File: src/fetch_pkg.sv
`default_nettype none

package fetch_pkg;

    // sizing
    localparam int RAM_ADDR_BITS = 12;
    localparam int ICACHE_DEPTH = 64;
    // max words the prefetch address may run ahead of pc
    localparam int PREFETCH_WINDOW = 32;
    localparam int INST_BYTES = 4;

    typedef logic [31:0] addr_t;
    typedef logic [31:0] inst_t;
    typedef logic [7:0] byte_t;
    typedef logic [RAM_ADDR_BITS-1:0] ram_addr_t;

    // address bits 7:2 select the cache line
    typedef logic [$clog2(ICACHE_DEPTH)-1:0] index_t;

    // word returned by the memory controller
    typedef struct packed {
        addr_t addr;
        inst_t inst;
    } mem_fill_t;

    // one instruction handed to dispatch
    typedef struct packed {
        addr_t pc;
        inst_t inst;
    } dispatch_t;

    typedef enum logic {
        FETCH_IDLE,
        FETCH_WAIT
    } fetch_state_t;

    typedef enum logic {
        MC_IDLE,
        MC_READ
    } mc_state_t;

endpackage

`default_nettype wire

File: src/fetcher.sv
`default_nettype none

module fetcher (
    input  wire                  clk,
    input  wire                  rst,
    input  wire                  full,
    input  wire                  rollback,
    input  fetch_pkg::addr_t     rollback_pc,
    output fetch_pkg::addr_t     lookup_pc,
    input  wire                  hit,
    input  fetch_pkg::inst_t     hit_inst,
    output logic                 req,
    output fetch_pkg::addr_t     req_addr,
    output logic                 drop,
    input  wire                  fill_valid,
    output logic                 issue_valid,
    output fetch_pkg::dispatch_t issue
);

    fetch_pkg::fetch_state_t state;
    fetch_pkg::addr_t        pc;
    // next word to fetch in FETCH_IDLE, word in flight in FETCH_WAIT
    fetch_pkg::addr_t        pf_addr;
    fetch_pkg::addr_t        fetch_base;
    fetch_pkg::addr_t        ahead;
    logic                    fill_done;
    logic                    win_ok;
    logic                    send;
    logic                    issue_fire;

    assign lookup_pc  = pc;
    assign fill_done  = (state == fetch_pkg::FETCH_WAIT) && fill_valid;
    assign issue_fire = hit && !full && !rollback;

    always_comb begin
        fetch_base = fill_done ? pf_addr + fetch_pkg::addr_t'(fetch_pkg::INST_BYTES)
                               : pf_addr;
        ahead = fetch_base - pc;
        // pc ran over cached lines past the prefetch point, restart at pc
        if (ahead[31]) begin
            fetch_base = pc;
            ahead      = '0;
        end
        win_ok = (ahead >> 2) < fetch_pkg::addr_t'(fetch_pkg::PREFETCH_WINDOW);
    end

    // req high in FETCH_IDLE means the request leaves this cycle
    assign send = win_ok && (fill_done || (state == fetch_pkg::FETCH_IDLE && !req));

    always_ff @(posedge clk) begin
        if (rst) begin
            state       <= fetch_pkg::FETCH_IDLE;
            pc          <= '0;
            pf_addr     <= '0;
            req         <= 1'b0;
            drop        <= 1'b0;
            issue_valid <= 1'b0;
        end else if (rollback) begin
            // redirect, cancel the read in flight and refetch at once
            state       <= fetch_pkg::FETCH_IDLE;
            pc          <= rollback_pc;
            pf_addr     <= rollback_pc;
            req         <= 1'b1;
            drop        <= 1'b1;
            issue_valid <= 1'b0;
        end else begin
            drop        <= 1'b0;
            req         <= send;
            issue_valid <= issue_fire;
            if (issue_fire) begin
                pc <= pc + fetch_pkg::addr_t'(fetch_pkg::INST_BYTES);
            end
            case (state)
                fetch_pkg::FETCH_IDLE: begin
                    if (req) begin
                        state <= fetch_pkg::FETCH_WAIT;
                    end else begin
                        pf_addr <= fetch_base;
                    end
                end
                fetch_pkg::FETCH_WAIT: begin
                    if (fill_valid) begin
                        state   <= fetch_pkg::FETCH_IDLE;
                        pf_addr <= fetch_base;
                    end
                end
                default: state <= fetch_pkg::FETCH_IDLE;
            endcase
        end
    end

    // request address and issued word
    always_ff @(posedge clk) begin
        if (rollback) begin
            req_addr <= rollback_pc;
        end else if (send) begin
            req_addr <= fetch_base;
        end
        if (issue_fire) begin
            issue <= '{pc: pc, inst: hit_inst};
        end
    end

    // rollback targets come from the ROB and must stay word aligned
    a_aligned: assert property (
        @(posedge clk) disable iff (rst)
        (pc[1:0] == 2'b00) && (pf_addr[1:0] == 2'b00)
    );

endmodule

`default_nettype wire

File: config.mk
export PLATFORM = sky130hd
export DESIGN_NAME = fetcher
export DESIGN_NICKNAME = d
export VERILOG_FILES = /design/src/fetch_pkg.sv /design/src/fetcher.sv
export SDC_FILE = /design/constraint.sdc
export NUM_CORES = 1
export LEC_CHECK = 0
export ABC_AREA = 1
export BUFFER_PORTS_ARGS = -buffer_cell sky130_fd_sc_hd__buf_2
export CORE_MARGIN = 2
export CORE_UTILIZATION = 50
export DETAILED_ROUTE_END_ITERATION = 8
export PLACE_DENSITY = 0.7
export SLEW_MARGIN = 20
export SYNTH_ARGS = -nofsm -noshare
export SYNTH_HDL_FRONTEND = slang
export SYNTH_SLANG_ARGS = --single-unit
File: constraint.sdc
create_clock -name clk -period 9.28 [get_ports clk]
set_input_delay 2.784 -clock clk [delete_from_list [all_inputs] [get_ports clk]]
set_output_delay 2.784 -clock clk [all_outputs]
set_load 0.005 [all_outputs]
# ---- After elaboration in Yosys (flattened, before gate mapping)
# Index checks and enable logic that the tools add are counted.
dict set report totals {
  regBits 164
  elab_cells 45
}
dict set report classes {
  n_addsub 3
  n_lt_le_gt_ge 1
  eq_ne 2
  n_mux 16
  bitwise 1
  n_reduce_logical 13
}
# operator count
set op_table {}
lappend op_table {{$mux 32} 9}
lappend op_table {{$add 32x3->32 const B} 2}
lappend op_table {{$pmux 32 s2} 1}
lappend op_table {{$sub 32x32->32} 1}
lappend op_table {{$mux 31} 1}
lappend op_table {{$lt 29x6->1 const B} 1}
lappend op_table {{$ne 3x3->1 const B} 2}
lappend op_table {{$logic_and 1x1->1} 5}
lappend op_table {{$mux 1} 4}
lappend op_table {{$reduce_bool 2->1} 2}
lappend op_table {{$logic_not 1->1} 3}
lappend op_table {{$pmux 1 s2} 1}
lappend op_table {{$reduce_and 2->1} 1}
lappend op_table {{$reduce_or 2->1} 1}
lappend op_table {{$logic_or 1x1->1} 1}
lappend op_table {{$not 1->1} 1}

# ---- Logic depth before layout (Yosys ltp)
dict set report logic_depth {
  depth_word 8
  ltp_mapped 28
}

# ---- Worst setup path after synthesis
# Ideal clock, no wire load.
dict set report synth_path {
  path_kind {input to register}
  from {input fill_valid}
  to {register req_addr[0], enable pin}
  setup_time_ns 0.422
  arrival_time_ns 6.734
  path_slack_ns 2.124
  path_stages 26
  n_path_buf 2
  path_cell_list {nand2_1 > inv_2 > buf_4 > nand2_1 > nor2_2 > nand4_1 > nor3_1 > nand4_1 > nand2_1 > inv_1 > ha_1 > nand2_2 > nor2_4 > inv_2 > nor2_2 > nand2_1 > nand2_1 > nand3b_1 > nand2_1 > inv_2 > nand2_4 > nand2_4 > buf_6 > nand2_1 > nor2_1 > nor2_1}
}
dict set report synth_via {
  elab_chain_len 7
}
# element line
set synth_lines {}
lappend synth_lines {{start: declaration} fetcher.sv:15} ;# input wire fill_valid,
lappend synth_lines {{$logic_and 1x1->1 (*)} fetcher.sv:32} ;# assign fill_done = (state == fetch_pkg::FETCH_WAIT) && fill_valid;
lappend synth_lines {{$mux 32} fetcher.sv:36} ;# fetch_base = fill_done ? pf_addr + fetch_pkg::addr_t'(fetch_pkg::INST_BYTES)
lappend synth_lines {{$sub 32x32->32} fetcher.sv:38} ;# ahead = fetch_base - pc;
lappend synth_lines {{$mux 31} fetcher.sv:40} ;# if (ahead[31]) begin
lappend synth_lines {{$lt 29x6->1} fetcher.sv:44} ;# win_ok = (ahead >> 2) < fetch_pkg::addr_t'(fetch_pkg::PREFETCH_WINDOW);
lappend synth_lines {{$logic_and 1x1->1 (*)} fetcher.sv:48} ;# assign send = win_ok && (fill_done || (state == fetch_pkg::FETCH_IDLE && !req));
lappend synth_lines {{$reduce_bool 2->1 (no source line) (*)} -}
lappend synth_lines {{end signal: assignment} fetcher.sv:95} ;# req_addr <= rollback_pc;
lappend synth_lines {{end signal: assignment} fetcher.sv:97} ;# req_addr <= fetch_base;
lappend synth_lines {{end: declaration} fetcher.sv:13} ;# output fetch_pkg::addr_t req_addr,
# Every way passes the cells marked *; elsewhere a longest branch is shown, timed or not.
# A chain may end at the register's enable or synchronous reset.

# ---- Worst setup path in the final report
dict set report layout_path {
  from {input fill_valid}
  to {register req_addr[6], enable pin}
}
# The elaborated chain is that of the path after synthesis.

==> impl_metrics.toml <==
[run_status]
status = "completed"

[cts]
cts_hold_buf = 0
clockBufferDepth = 2
htree_levels = 4
post_cts_buffers = 0
clock_tree.root_cell = "clkbuf_16"
post_cts_resized = 0
cts_tree = "yes"
clk_latency_ns = 0.44
clk_pin_slew_ns = 0.07
clock_sinks = 164
numCtsBuffers = 17

[yosys]
syn-cell-area_um2 = 10100
ys.warnings.count = 0
synth_commonest_cells = "nand2_1 (534), inv_1 (205), nand3_1 (122)"
async_reset_ff_share_pct = 0
synth_nets = 1528
ys_seq_area_share_pct = 41.9
ys_types = 38
ys_ff_latch = 164
yosysTopAreaCellShare_pct = 28.4
yosysMostFrequentCell = "nand2_1"
synth_area_leaders = "edfxtp_1 (28%), nand2_1 (20%), dfxtp_1 (13%), inv_1 (7.6%), nand3_1 (6.0%)"
syn_inst = 1426
avgSynthCellArea_um2 = 7.11
ys.flop_type = "edfxtp_1"
synth_edf_count = 96
synth_top_area_cell = "edfxtp_1"

[global_route]
antenna_found_initial = 0
grt_max_degree = 52
grt_usage_pct = 32.1
grt_pass1_vias = 9122
grt_pass1_wl_mm = 52.0
grt_overflow = 0

[worst_setup_path]
critPathCaptureType = "flip-flop"
r2r_cells = 21
crit_type = "input port to flip-flop"
critPathLaunchType = "input port"
cp_max_fo = 32
reg2reg_from = "pf_addr[9]$_SDFFE_PP0P_"
cp.arrival_ns = 7.01
r2r_end = "req_addr[6]$_DFFE_PP_"
critPathRequiredTime_ns = 9.42
reg2reg_slack_ns = 4.26

[placed_design]
placed_area_um2 = 11400
port_buffers = 200
dp_hpwl_mm = 28.3
place_congestion = 0.998

[drt]
wire_per_inst_um = 18.4
drt_iter0_markers = 1017
routed_wl_mm = 35.0
firstDrtPassIters = 6
ant_nets = 0
vias = 10274
avgViaCountPerCell = 5.40
route.detailed.drc = 0

[timing]
relSlewSlack_pct = 30.6
period_minus_slack_ns = 6.86
setup_viol = 0
finClkSkew_ns = 0.0144
setup_tns_ns = 0
rsz0062_at_grt = "no"
fmax_mhz = 146
tightest_slew_ns = 1.04
layout_worst_path_cycle_share_pct = 74.0
drv_slew = 0
hold_viol = 0

[floorplan]
rows = 52
core_um2 = 20000
die_area_um2 = 21400
start_util_pct = 50.6
die_h_um = 146
ios = 201
die_w_um = 146

[pwr]
p_per_area_nw_per_um2 = 249
power_leakage_uw = 0.00602
peakVddDrop_v = 0.000146

[hold_path]
hold_start = "pf_addr[0]$_SDFFE_PP0P_"
min_to = "pf_addr[0]$_SDFFE_PP0P_"
hp-class = "flip-flop to flip-flop"
holdPathStages = 2

[finish]
drive_above_1_share_pct = 16.9
antennaDiodeCount = 0
nNetsFinal = 1722
syn_to_final_growth_pct = 18.0
fillers = 1893
design_area_um2 = 12000

[flow_run]
drv_cap = 0
-- cells by family after synthesis --
group	synth area share, %
AOI/OAI and AO/OA	4.67
xor gates and xnor gates	4.15
adders and majority gates	3.95
buffers and inverters	9.40
DFF	41.9
and+or+nand+nor	36.0
-- report_power, final --
group	internal, µW	leakage (µW)	switching [µW]	total (µW)
clock network	370	0.000294	342	712
registers	915	0.00148	82.5	997
logic	394	0.00424	881	1270
-- cell type report --
type / instances / area [µm²] / area share [%]
Multi-Input combinational cell: 1020 / 4950 / 41.4
Sequential cell: 164 / 4240 / 35.5
Timing Repair Buffer: 205 / 1040 / 8.68
Inverter: 212 / 796 / 6.65
Clock buffer: 18 / 439 / 3.67
Tap cell: 270 / 338 / 2.82
Clock inverter: 14 / 155 / 1.30
-- registers in the layout, indices dropped and copies added (netlist names) --
register and cells:
issue 64, req 1, drop 1, pf_addr 32, lookup_pc 32, issue_valid 1
state 1, req_addr 32
-- how the worst max path moves through the flow --
stage / startpoint / to / slack, ns / cells after the start
3_3_place_gp: fill_valid / req_addr[7]$_DFFE_PP_ / 2.20 / 23
6_report: fill_valid / req_addr[6]$_DFFE_PP_ / 2.42 / 22
5_1_grt: fill_valid / req_addr[8]$_DFFE_PP_ / 2.03 / 22
3_5_place_dp: fill_valid / req_addr[7]$_DFFE_PP_ / 2.08 / 22
4_1_cts: fill_valid / req_addr[5]$_DFFE_PP_ / 2.50 / 23
2_1_floorplan: fill_valid / req_addr[0]$_DFFE_PP_ / 2.12 / 26
-- per-layer routing --
layer  share of wire [%]  GRT usage [%]  wire length, µm  vias up
met2                  46           52.1            16200      526
li1                    -              -                -     4927
met4                 3.0           10.4             1070        0
met5                   0              0                0        -
met1                  41           43.1            14400     4747
met3                 9.5           7.00             3330       74
-- worst max-delay path, cell delays in order --
cell and delay, ns:
buf_2 0.08, nand2_1 0.16, inv_2 0.21, nand3b_1 0.18, nor2_1 0.21, nand2_1 0.14, nor3_2 0.18, nand2_1 0.09
xor2_1 0.33, ha_1 0.28, nand2_1 0.12, nor2_1 0.18, inv_1 0.06, nor2_1 0.19, nand3b_1 0.11, nand2_1 0.20
nand3_4 0.37, nand2_4 0.48, nand2_1 0.09, nor2_1 0.19, nor2_2 0.04, buf_4 0.26
-- cell usage in the layout, fill, tap and decap left out, drive strengths merged, types with 18 or more instances in the layout --
| cell type | count |
|---|---|
| xor2 | 41 |
| nand4 | 19 |
| nand3 | 125 |
| inv | 219 |
| clkbuf | 18 |
| nand2 | 545 |
| a21oi | 34 |
| ha | 32 |
| dfxtp | 68 |
| nor3 | 31 |
| edfxtp | 96 |
| nor2 | 112 |
| buf | 205 |
| o21ai | 23 |
-- metrics by stage --
| step | instances | hold WS [ns] | total power (µW) | util (%) | setup WS (ns) |
|---|---|---|---|---|---|
| after global routing | 1903 | 0.500 | 3160 | 59.7 | 2.03 |
| after detailed placement | 1871 | 0.447 | 2250 | 56.7 | 2.08 |
| after CTS | 1903 | 0.462 | 2960 | 59.7 | 2.50 |
| after floorplan | 1426 | 0.426 | 1840 | - | 2.12 |
| after global placement | 1871 | 0.439 | 2240 | 56.7 | 2.20 |
| final | 1903 | 0.466 | 2980 | 59.7 | 2.42 |
(Power assumes the default switching activity.)
