### config.mk
export PLATFORM = sky130hd
export DESIGN_NAME = fetch_mem_ctrl
export DESIGN_NICKNAME = d
export VERILOG_FILES = /design/src/fetch_pkg.sv /design/src/fetch_mem_ctrl.sv
export SDC_FILE = /design/constraint.sdc
export NUM_CORES = 1
export LEC_CHECK = 0
export BUFFER_PORTS_ARGS = -buffer_cell sky130_fd_sc_hd__buf_2
export CAP_MARGIN = 40
export CORE_MARGIN = 2
export CORE_UTILIZATION = 40
export DETAILED_ROUTE_END_ITERATION = 7
export PLACE_DENSITY_LB_ADDON = 0.15
export SYNTH_ARGS = -nofsm -noshare
export SYNTH_HDL_FRONTEND = slang
export SYNTH_SLANG_ARGS = --single-unit
### constraint.sdc
create_clock -name clk -period 2.1 [get_ports clk]
set_input_delay 0.315 -clock clk [delete_from_list [all_inputs] [get_ports clk]]
set_output_delay 0.315 -clock clk [all_outputs]
set_load 0.005 [all_outputs]
### src/fetch_pkg.sv
`default_nettype none

package fetch_pkg;

    // sizing
    localparam int RAM_ADDR_BITS = 12;
    localparam int ICACHE_DEPTH = 64;
    // max words the prefetch address may run ahead of pc
    localparam int PREFETCH_WINDOW = 32;
    localparam int INST_BYTES = 4;

    typedef logic [31:0] addr_t;
    typedef logic [31:0] inst_t;
    typedef logic [7:0] byte_t;
    typedef logic [RAM_ADDR_BITS-1:0] ram_addr_t;

    // address bits 7:2 select the cache line
    typedef logic [$clog2(ICACHE_DEPTH)-1:0] index_t;

    // word returned by the memory controller
    typedef struct packed {
        addr_t addr;
        inst_t inst;
    } mem_fill_t;

    // one instruction handed to dispatch
    typedef struct packed {
        addr_t pc;
        inst_t inst;
    } dispatch_t;

    typedef enum logic {
        FETCH_IDLE,
        FETCH_WAIT
    } fetch_state_t;

    typedef enum logic {
        MC_IDLE,
        MC_READ
    } mc_state_t;

endpackage

`default_nettype wire

### src/fetch_mem_ctrl.sv
`default_nettype none

module fetch_mem_ctrl (
    input  wire                  clk,
    input  wire                  rst,
    input  wire                  req,
    input  fetch_pkg::addr_t     req_addr,
    input  wire                  drop,
    output fetch_pkg::ram_addr_t rd_addr,
    input  fetch_pkg::byte_t     rd_data,
    output logic                 fill_valid,
    output fetch_pkg::mem_fill_t fill
);

    fetch_pkg::mc_state_t state;
    // offset of the next byte address put on the RAM
    logic [2:0]           byte_cnt;
    fetch_pkg::addr_t     base_addr;
    fetch_pkg::inst_t     shift_word;

    // byte 0 goes out in the request cycle, the rest from the counter
    assign rd_addr = req ? req_addr[fetch_pkg::RAM_ADDR_BITS-1:0]
                         : base_addr[fetch_pkg::RAM_ADDR_BITS-1:0]
                           + fetch_pkg::ram_addr_t'(byte_cnt);

    assign fill = '{addr: base_addr, inst: shift_word};

    always_ff @(posedge clk) begin
        if (rst) begin
            state      <= fetch_pkg::MC_IDLE;
            byte_cnt   <= '0;
            fill_valid <= 1'b0;
        end else begin
            fill_valid <= 1'b0;
            if (req) begin
                // a new request may come together with a drop of the old one
                state    <= fetch_pkg::MC_READ;
                byte_cnt <= 3'd1;
            end else if (drop) begin
                state <= fetch_pkg::MC_IDLE;
            end else if (state == fetch_pkg::MC_READ) begin
                byte_cnt <= byte_cnt + 3'd1;
                // last byte is on rd_data now
                if (byte_cnt == 3'(fetch_pkg::INST_BYTES)) begin
                    state      <= fetch_pkg::MC_IDLE;
                    fill_valid <= 1'b1;
                end
            end
        end
    end

    // little endian, low byte shifted in first
    always_ff @(posedge clk) begin
        if (req) begin
            base_addr <= req_addr;
        end
        if (state == fetch_pkg::MC_READ) begin
            shift_word <= {rd_data, shift_word[31:8]};
        end
    end

    // fetcher keeps one request outstanding unless it cancels it
    a_req_when_free: assert property (
        @(posedge clk) disable iff (rst)
        req |-> (state == fetch_pkg::MC_IDLE || drop)
    );

endmodule

`default_nettype wire

Yosys cells after proc, flatten, opt, wreduce, memory -nomap -nowiden. Index checks and enable logic that the tools add are counted. W data, S select, Z words.

Register bits: 69. Input port bits: 44. Output and inout bits: 77. Logic and storage cells: 26.

$add $sub $neg: 2. Equality and inequality tests: 2. Mux-type cells: 9. Bitwise gates (word level): 2. Reductions and logical operators: 5.

Operators with widths (count): $add A12 B3 Y12 (1); $mux W12 (1); $mux W1 (8); $reduce_and A2 Y1 (2); $reduce_or A4 Y1 (1); $add A3 B1 Y3 const B (1); $eq A3 B3 Y1 const B (1); $ne A2 B2 Y1 const B (1); $not A1 Y1 (2); $reduce_bool A2 Y1 (1); $reduce_or A2 Y1 (1).

Depth between registers and ports, before layout. Gate-level depths: netlist (run 1).

Depth after elaboration: 5. Depth in mapped cells: 7.

Worst setup path after synthesis (run 1). OpenSTA, ideal clock, no wires.

Path kind: flip-flop to output port. From: register base_addr[0]. To: output port rd_addr[6]. Arrival: 1.640 ns. Slack: 0.145 ns. Stages on the path, launching flop included: 8. Path through: edfxtp_1 > ha_1 > inv_1 > fa_1 > nor2b_1 > o2111ai_1 > xor2_1 > o21ai_0.

Cells in the longest elaborated chain, start to end: 2.

RTL lines: start: declaration (line fetch_mem_ctrl.sv:18) `fetch_pkg::addr_t base_addr;`; start signal: assignment (line fetch_mem_ctrl.sv:55) `base_addr <= req_addr;`; $add A12 B3 Y12 (line fetch_mem_ctrl.sv:24) `+ fetch_pkg::ram_addr_t'(byte_cnt);`; $mux W12 (line fetch_mem_ctrl.sv:22) `assign rd_addr = req ? req_addr[fetch_pkg::RAM_ADDR_BITS-1:0]`; end: declaration (line fetch_mem_ctrl.sv:9) `output fetch_pkg::ram_addr_t rd_addr,`.

No other way between the ends.

Worst setup path after layout (run 1). Ends and elaborated chain as after synthesis.

==> results of run 1 <==
[flip-flops by register name, indices dropped and copies added (netlist names)]
register,count
base_addr,32
fill_valid,1
byte_cnt,3
shift_word,32
state,1
[worst min-delay path by stage]
stage | cells after the start | to | start | slack (ns)
after floorplan | 1 | byte_cnt[0] | rst | 0.39
after global placement | 0 | shift_word[7] | shift_word[15] | 0.42
after CTS | 1 | shift_word[31] | rd_data[7] | 0.14
after global routing | 1 | base_addr[13] | req_addr[13] | 0.14
after detailed placement | 0 | shift_word[21] | shift_word[29] | 0.43
final | 1 | base_addr[26] | req_addr[26] | 0.16
[placed cells by master (no fill, tap or decap), types with 3 or more instances in the layout]
cell	n
sky130_fd_sc_hd__nor2_1	4
sky130_fd_sc_hd__xor2_1	5
sky130_fd_sc_hd__xnor2_1	6
sky130_fd_sc_hd__clkbuf_1	3
sky130_fd_sc_hd__clkbuf_8	10
sky130_fd_sc_hd__buf_4	10
sky130_fd_sc_hd__edfxtp_1	64
sky130_fd_sc_hd__buf_6	3
sky130_fd_sc_hd__inv_1	4
sky130_fd_sc_hd__o21ai_1	10
sky130_fd_sc_hd__nand2_1	13
sky130_fd_sc_hd__buf_2	120
sky130_fd_sc_hd__dfxtp_1	3
[routing by layer]
layer | track usage, % | up-vias | part of all wire, % | routed length (um)
met4 | 7.48 | 0 | 1.5 | 78
met5 | 0 | - | 0 | 0
met3 | 4.55 | 6 | 7.1 | 381
met1 | 20.1 | 784 | 42 | 2250
li1 | - | 830 | - | -
met2 | 24.9 | 77 | 49 | 2640
[final cells by class]
| type | instances | area share, % |
|---|---|---|
| clock inverters | 3 | 1.88 |
| repair buffers | 133 | 19.4 |
| well taps | 77 | 2.63 |
| flip-flops and latches | 69 | 55.3 |
| clock buffers | 13 | 4.07 |
| multi-input cells | 69 | 16.1 |
| inverters | 6 | 0.616 |
[cell families after synthesis]
kind of cell | share of synthesized area [%]
adder cells (fa/ha/maj) | 3.23
XOR/XNOR | 4.11
buffers and inverters | 1.32
flip-flops | 79.1
multiplexers | 1.27
AO/OA/AOI/OAI | 5.39
AND/OR/NAND/NOR | 5.53
[worst reg2reg max path, cell delays in order (launching register included)]
cell and delay [ns]:
sky130_fd_sc_hd__dfxtp_1 0.46, sky130_fd_sc_hd__nor2b_1 0.41, sky130_fd_sc_hd__nand2_1 0.12, sky130_fd_sc_hd__xor2_1 0.15, sky130_fd_sc_hd__nor3_1 0.12
[stage by stage]
| stage | instance area [um^2] | TNS (ns) | total power [mW] | std cells | hold slack [ns] |
|---|---|---|---|---|---|
| floorplan | 2550 | 0 | 1.76 | 147 | 0.387 |
| global placement | 3290 | 0 | 1.93 | 347 | 0.425 |
| detailed placement | 3290 | -0.00966 | 1.94 | 347 | 0.426 |
| CTS | 3580 | -1.36 | 3.14 | 366 | 0.136 |
| global route | 3660 | -2.40 | 3.25 | 370 | 0.136 |
| finish | 3660 | -1.35 | 3.11 | 370 | 0.158 |
[where the power goes]
group	leakage (nW)	switching, mW	internal (mW)
registers	0.657	0.0459	1.60
logic	0.740	0.140	0.149
clock network	0.108	0.471	0.706
[repair_timing]
action / CTS / global route
pin swaps: 12 / 9
hold buffers: 0 / 0
hold endpoints to repair: 0 / 0
setup endpoints to repair: 9 / 10
resized for setup: 18 / 13
setup buffers: 3 / 4
==> results.toml, run 1 <==
[synthesis]
ys_top_cells_by_area = "sky130_fd_sc_hd__edfxtp_1 (75%), sky130_fd_sc_hd__dfxtp_1 (3.9%), sky130_fd_sc_hd__ha_1 (2.4%)"
synthesis.yosys.warnings = 0
synth_area_mm2 = 0.00255
synth_edf_count = 64
synth.largest_area_cell = "sky130_fd_sc_hd__edfxtp_1"
post-synth-top-area-fraction_pct = 75.2
synth-main-ff-cell = "sky130_fd_sc_hd__edfxtp_1"
synth.avg_cell_area_um2 = 17.4
synth_async_sr_flop_share_pct = 0
synth_nets = 197
fraction_of_the_yosys_area_taken_by_sequential_cells_pct = 79.1
netlist_top_cells_count = "sky130_fd_sc_hd__edfxtp_1 (64), sky130_fd_sc_hd__nand2_1 (14), sky130_fd_sc_hd__o21ai_0 (8)"
netlist_instances = 147
synth_seq_cells = 69
yosysUniqueCellTypes = 28
yosysMostFrequentCell = "sky130_fd_sc_hd__edfxtp_1"

[finish]
num_antenna_cells = 0
final_util_pct = 58.3
multiInputGateArea_um2 = 588
area_delta_synth_final_pct = 43.2
layout.nets = 338
drive_above_1_share_pct = 57.0
num-fill-cells = 542
ff_latch_area_mm2 = 0.00202

[worst_setup_path]
critical_path_depth = 8
setup.reg_to_reg.worst_slack_ns = 0.77
critical_path.reg2reg.startpoint = "state"
timing_worst_setup_path_type = "flip-flop to primary output"
critical_path_arrival_ns = 1.98
crit_path_max_incr_delay_ns = 0.37
r2r_cells = 4
max_fo_critical_path = 4
worst_setup_end_kind = "primary output"
worst_path_dominant_cell_family = "adder cells"
critical_path.endpoint = "rd_addr[6]"
worst-path-buf-inv = 2
critical_path.cell_chain = "ha_2, inv_2, fa_2, nor2b_4, o2111ai_2, xor2_1, o21ai_1, buf_2"
cp_slowest_cell = "sky130_fd_sc_hd__fa_2"
worst-endpoint-required_ns = 1.78
critical_path_launch_point_type = "flip-flop"
critical_path_start = "base_addr[0]"
worstReg2RegEnd = "byte_cnt[2]"

[sta]
fin_skew_ns = 0.00571
max_clock_freq_mhz = 436
finalSetupViolCount = 9
timing_worst_slew_pin_value_ns = 0.406
max_slew_margin_pct = 72.9
setup_repair_after_global_routing_missed_its_margin = "yes"
finalWorstSetupSlack_ns = -0.196
finalCriticalPeriod_ns = 2.30
finalHoldViolCount = 0
timing.final.crit_share_pct = 109
finalMaxSlewViolations = 0

[place]
dp_hpwl_um = 3760
gp_routability_congestion = 0.765
dp_worst_setup_slack_ns = -0.00712
place.port_buffers = 120

[drt]
routed-via-count = 1697
routed_wl_um = 5340
first_iter_violations = 66
route.detailed.wl_per_inst_um = 14.4
ant_nets = 0
via_per_inst = 4.59
drt-pass1-iter-count = 4
remaining_drc_errors = 0

[floorplanning]
coreArea_mm2 = 0.00628
die_h_um = 83.9
fp.dieArea_mm2 = 0.00704
design.portCount = 121
die_width_um = 83.9
initial_utilization_pct = 40.7
core.rowCount = 29

[grt]
vias_in_the_first_global_route = 1641
gr-total-overflow = 0
grt_first_pass_wirelength_um = 8370
global_route.usage.total_pct = 15.8
antenna_found_initial = 0
grt_max_degree = 28

[pwr]
power_per_cell_area_mw_per_mm2 = 850
peakVddDrop_v = 0.000619
static-leakage-power_nw = 1.50

[clock_tree]
clockBufferDepth = 2
numCtsBuffers = 9
tritoncts_num_sinks = 69
htree_num_levels = 3
clkLatencyLatePin_ns = 0.33
clock-root-buffer = "sky130_fd_sc_hd__clkbuf_8"
clock_tree_from_tritoncts = "built"
clk_pin_slew_ns = 0.08

[worst_hold_path]
worstHoldPathType = "input pin to flip-flop"

[run_status]
run_status = "finished, violations left"
violations = "setup timing"

[flow_run]
maxCapViolations = 0
No activity file was read; power rests on OpenSTA's default activity.
==> run 2: changes to the inputs <==
SKIP_LAST_GASP = 1   (was unset)
==> run 2 against run 1 <==
  * The run still ends with setup timing left
  * Total power hardly changed
  * Routed wire length hardly changed
  * Highest routed layer unchanged
  * Critical path depth unchanged
  * Worst hold slack worse by 0.0012 ns
  * Sequential power is essentially flat
  * Clock power about the same
  * Sequential share of layout area rose by 0.11 points
==> results.toml, run 2 (synthesized netlist as in run 1, its figures left out) <==
[run_status]
run_status = "finished, violations left"
violations = "setup timing"

[drt]
first_iter_violations = 93
remaining_drc_errors = 0
via_per_inst = 4.61
route.detailed.wl_per_inst_um = 14.5
routed-via-count = 1707
routed_wl_um = 5350
ant_nets = 0
drt-pass1-iter-count = 4

[clock_tree]
htree_num_levels = 3
clock_tree_from_tritoncts = "built"
cts.hold.buffers_added = 0
numCtsBuffers = 9
tritoncts_num_sinks = 69
clkLatencyLatePin_ns = 0.33
clock-root-buffer = "sky130_fd_sc_hd__clkbuf_8"
clockBufferDepth = 2
clk_pin_slew_ns = 0.07

[worst_setup_path]
worstReg2RegEnd = "byte_cnt[2]"
critical_path.reg2reg.startpoint = "state"
critical_path.endpoint = "rd_addr[4]"
r2r_cells = 4
worst_setup_end_kind = "primary output"
critical_path_arrival_ns = 1.98
max_fo_critical_path = 4
critical_path_start = "base_addr[0]"
timing_worst_setup_path_type = "flip-flop to primary output"
critical_path_launch_point_type = "flip-flop"
worst-endpoint-required_ns = 1.78
setup.reg_to_reg.worst_slack_ns = 0.77

[grt]
global_route.usage.total_pct = 15.8
gr-total-overflow = 0
grt_max_degree = 28
vias_in_the_first_global_route = 1641
grt_first_pass_wirelength_um = 8370
antenna_found_initial = 0

[finish]
final_cell_area_mm2 = 0.00365
final_util_pct = 58.2
layout.nets = 338
num-fill-cells = 542
num_antenna_cells = 0
layout_top_registers = "base_addr: 32 flops, shift_word: 32 flops, byte_cnt: 3 flops"
finish.cell_count_without_fillers = 370
area_delta_synth_final_pct = 42.9
most-common-layout-cells = "sky130_fd_sc_hd__buf_2 (120), sky130_fd_sc_hd__edfxtp_1 (64), sky130_fd_sc_hd__nand2_1 (13)"
drive_above_1_share_pct = 56.7
layout_commonest_cell = "sky130_fd_sc_hd__buf_2"

[sta]
finalHoldViolCount = 0
timing_worst_slew_pin_value_ns = 0.406
setup_repair_after_global_routing_missed_its_margin = "yes"
finalSetupViolCount = 9
max_clock_freq_mhz = 435
timing.final.crit_share_pct = 109
finalCriticalPeriod_ns = 2.30
max_slew_margin_pct = 72.9
fin_skew_ns = 0.00569
finalWorstSetupSlack_ns = -0.198
finalMaxSlewViolations = 0

[floorplanning]
die_h_um = 83.9
initial_utilization_pct = 40.7
die_width_um = 83.9
fp.dieArea_mm2 = 0.00704
core.rowCount = 29
design.portCount = 121
coreArea_mm2 = 0.00628

[place]
gp_routability_congestion = 0.765
place_area_mm2 = 0.00329
numPlacedInstances = 347
dp_hpwl_um = 3760
dp_worst_setup_slack_ns = -0.00712
place.port_buffers = 120

[pwr]
power_per_cell_area_mw_per_mm2 = 851
static-leakage-power_nw = 1.50
peakVddDrop_v = 0.000620

[flow_run]
maxCapViolations = 0

[worst_hold_path]
worstHoldPathType = "input pin to flip-flop"
## run 2: cell counts in the layout (fill, tap and decap cells not counted)
Identical to the previous run, type by type.
## run 2: final cells by class
| class | count | area [um^2] | area share (%) |
|---|---|---|---|
| sequential | 69 | 2020 | 55.4 |
| timing repair buffer | 133 | 709 | 19.4 |
| multi-input combinational | 69 | 581 | 15.9 |
| clock buffer | 13 | 149 | 4.08 |
| tap | 77 | 96.3 | 2.64 |
| clock inverter | 3 | 68.8 | 1.88 |
| inverter | 6 | 22.5 | 0.617 |
## run 2: worst max-delay path, cell delays in order, from the launching register on
cell and delay (ns):
sky130_fd_sc_hd__edfxtp_1 0.35, sky130_fd_sc_hd__ha_2 0.19, sky130_fd_sc_hd__inv_2 0.04, sky130_fd_sc_hd__fa_2 0.37, sky130_fd_sc_hd__nor2b_4 0.17, sky130_fd_sc_hd__o21ai_0 0.11, sky130_fd_sc_hd__xor2_1 0.16, sky130_fd_sc_hd__o21ai_1 0.14
sky130_fd_sc_hd__buf_2 0.13
## run 2: what timing repair did
action | CTS | global route
buffers inserted | 3 | 4
pin swaps | 12 | 9
resized for setup | 17 | 12
endpoints found under the setup margin | 9 | 10
## run 2: through the flow
| stage | total power [mW] | hold slack [ns] | setup TNS (ns) |
|---|---|---|---|
| 2_1_floorplan | 1.76 | 0.387 | 0 |
| 3_3_place_gp | 1.93 | 0.425 | 0 |
| 3_5_place_dp | 1.94 | 0.426 | -0.00966 |
| 4_1_cts | 3.14 | 0.136 | -1.40 |
| 5_1_grt | 3.25 | 0.136 | -2.42 |
| 6_report | 3.11 | 0.157 | -1.36 |
## run 2: metal layers
metal	GRT usage, %	part of all wire, %	up-vias
li1	-	-	831
met1	20.1	42	793
met2	24.9	49	76
met3	4.55	7.1	7
met4	7.48	1.7	0
met5	0	0	-
## run 2: where the power goes
group	internal (mW)	leakage, nW	total, mW	switching (mW)
Combinational	0.148	0.738	0.287	0.140
Clock	0.706	0.108	1.18	0.473
Sequential	1.60	0.657	1.64	0.0458
## run 2: worst min-delay path by stage
stage                     slack [ns]  depth (start not counted)        endpoint            from
final                           0.16                          1  shift_word[25]      rd_data[1]
after global routing            0.14                          1   base_addr[13]    req_addr[13]
after CTS                       0.14                          1  shift_word[31]      rd_data[7]
after detailed placement        0.43                          0  shift_word[21]  shift_word[29]
after global placement          0.42                          0   shift_word[7]  shift_word[15]
after floorplan                 0.39                          1     byte_cnt[0]             rst
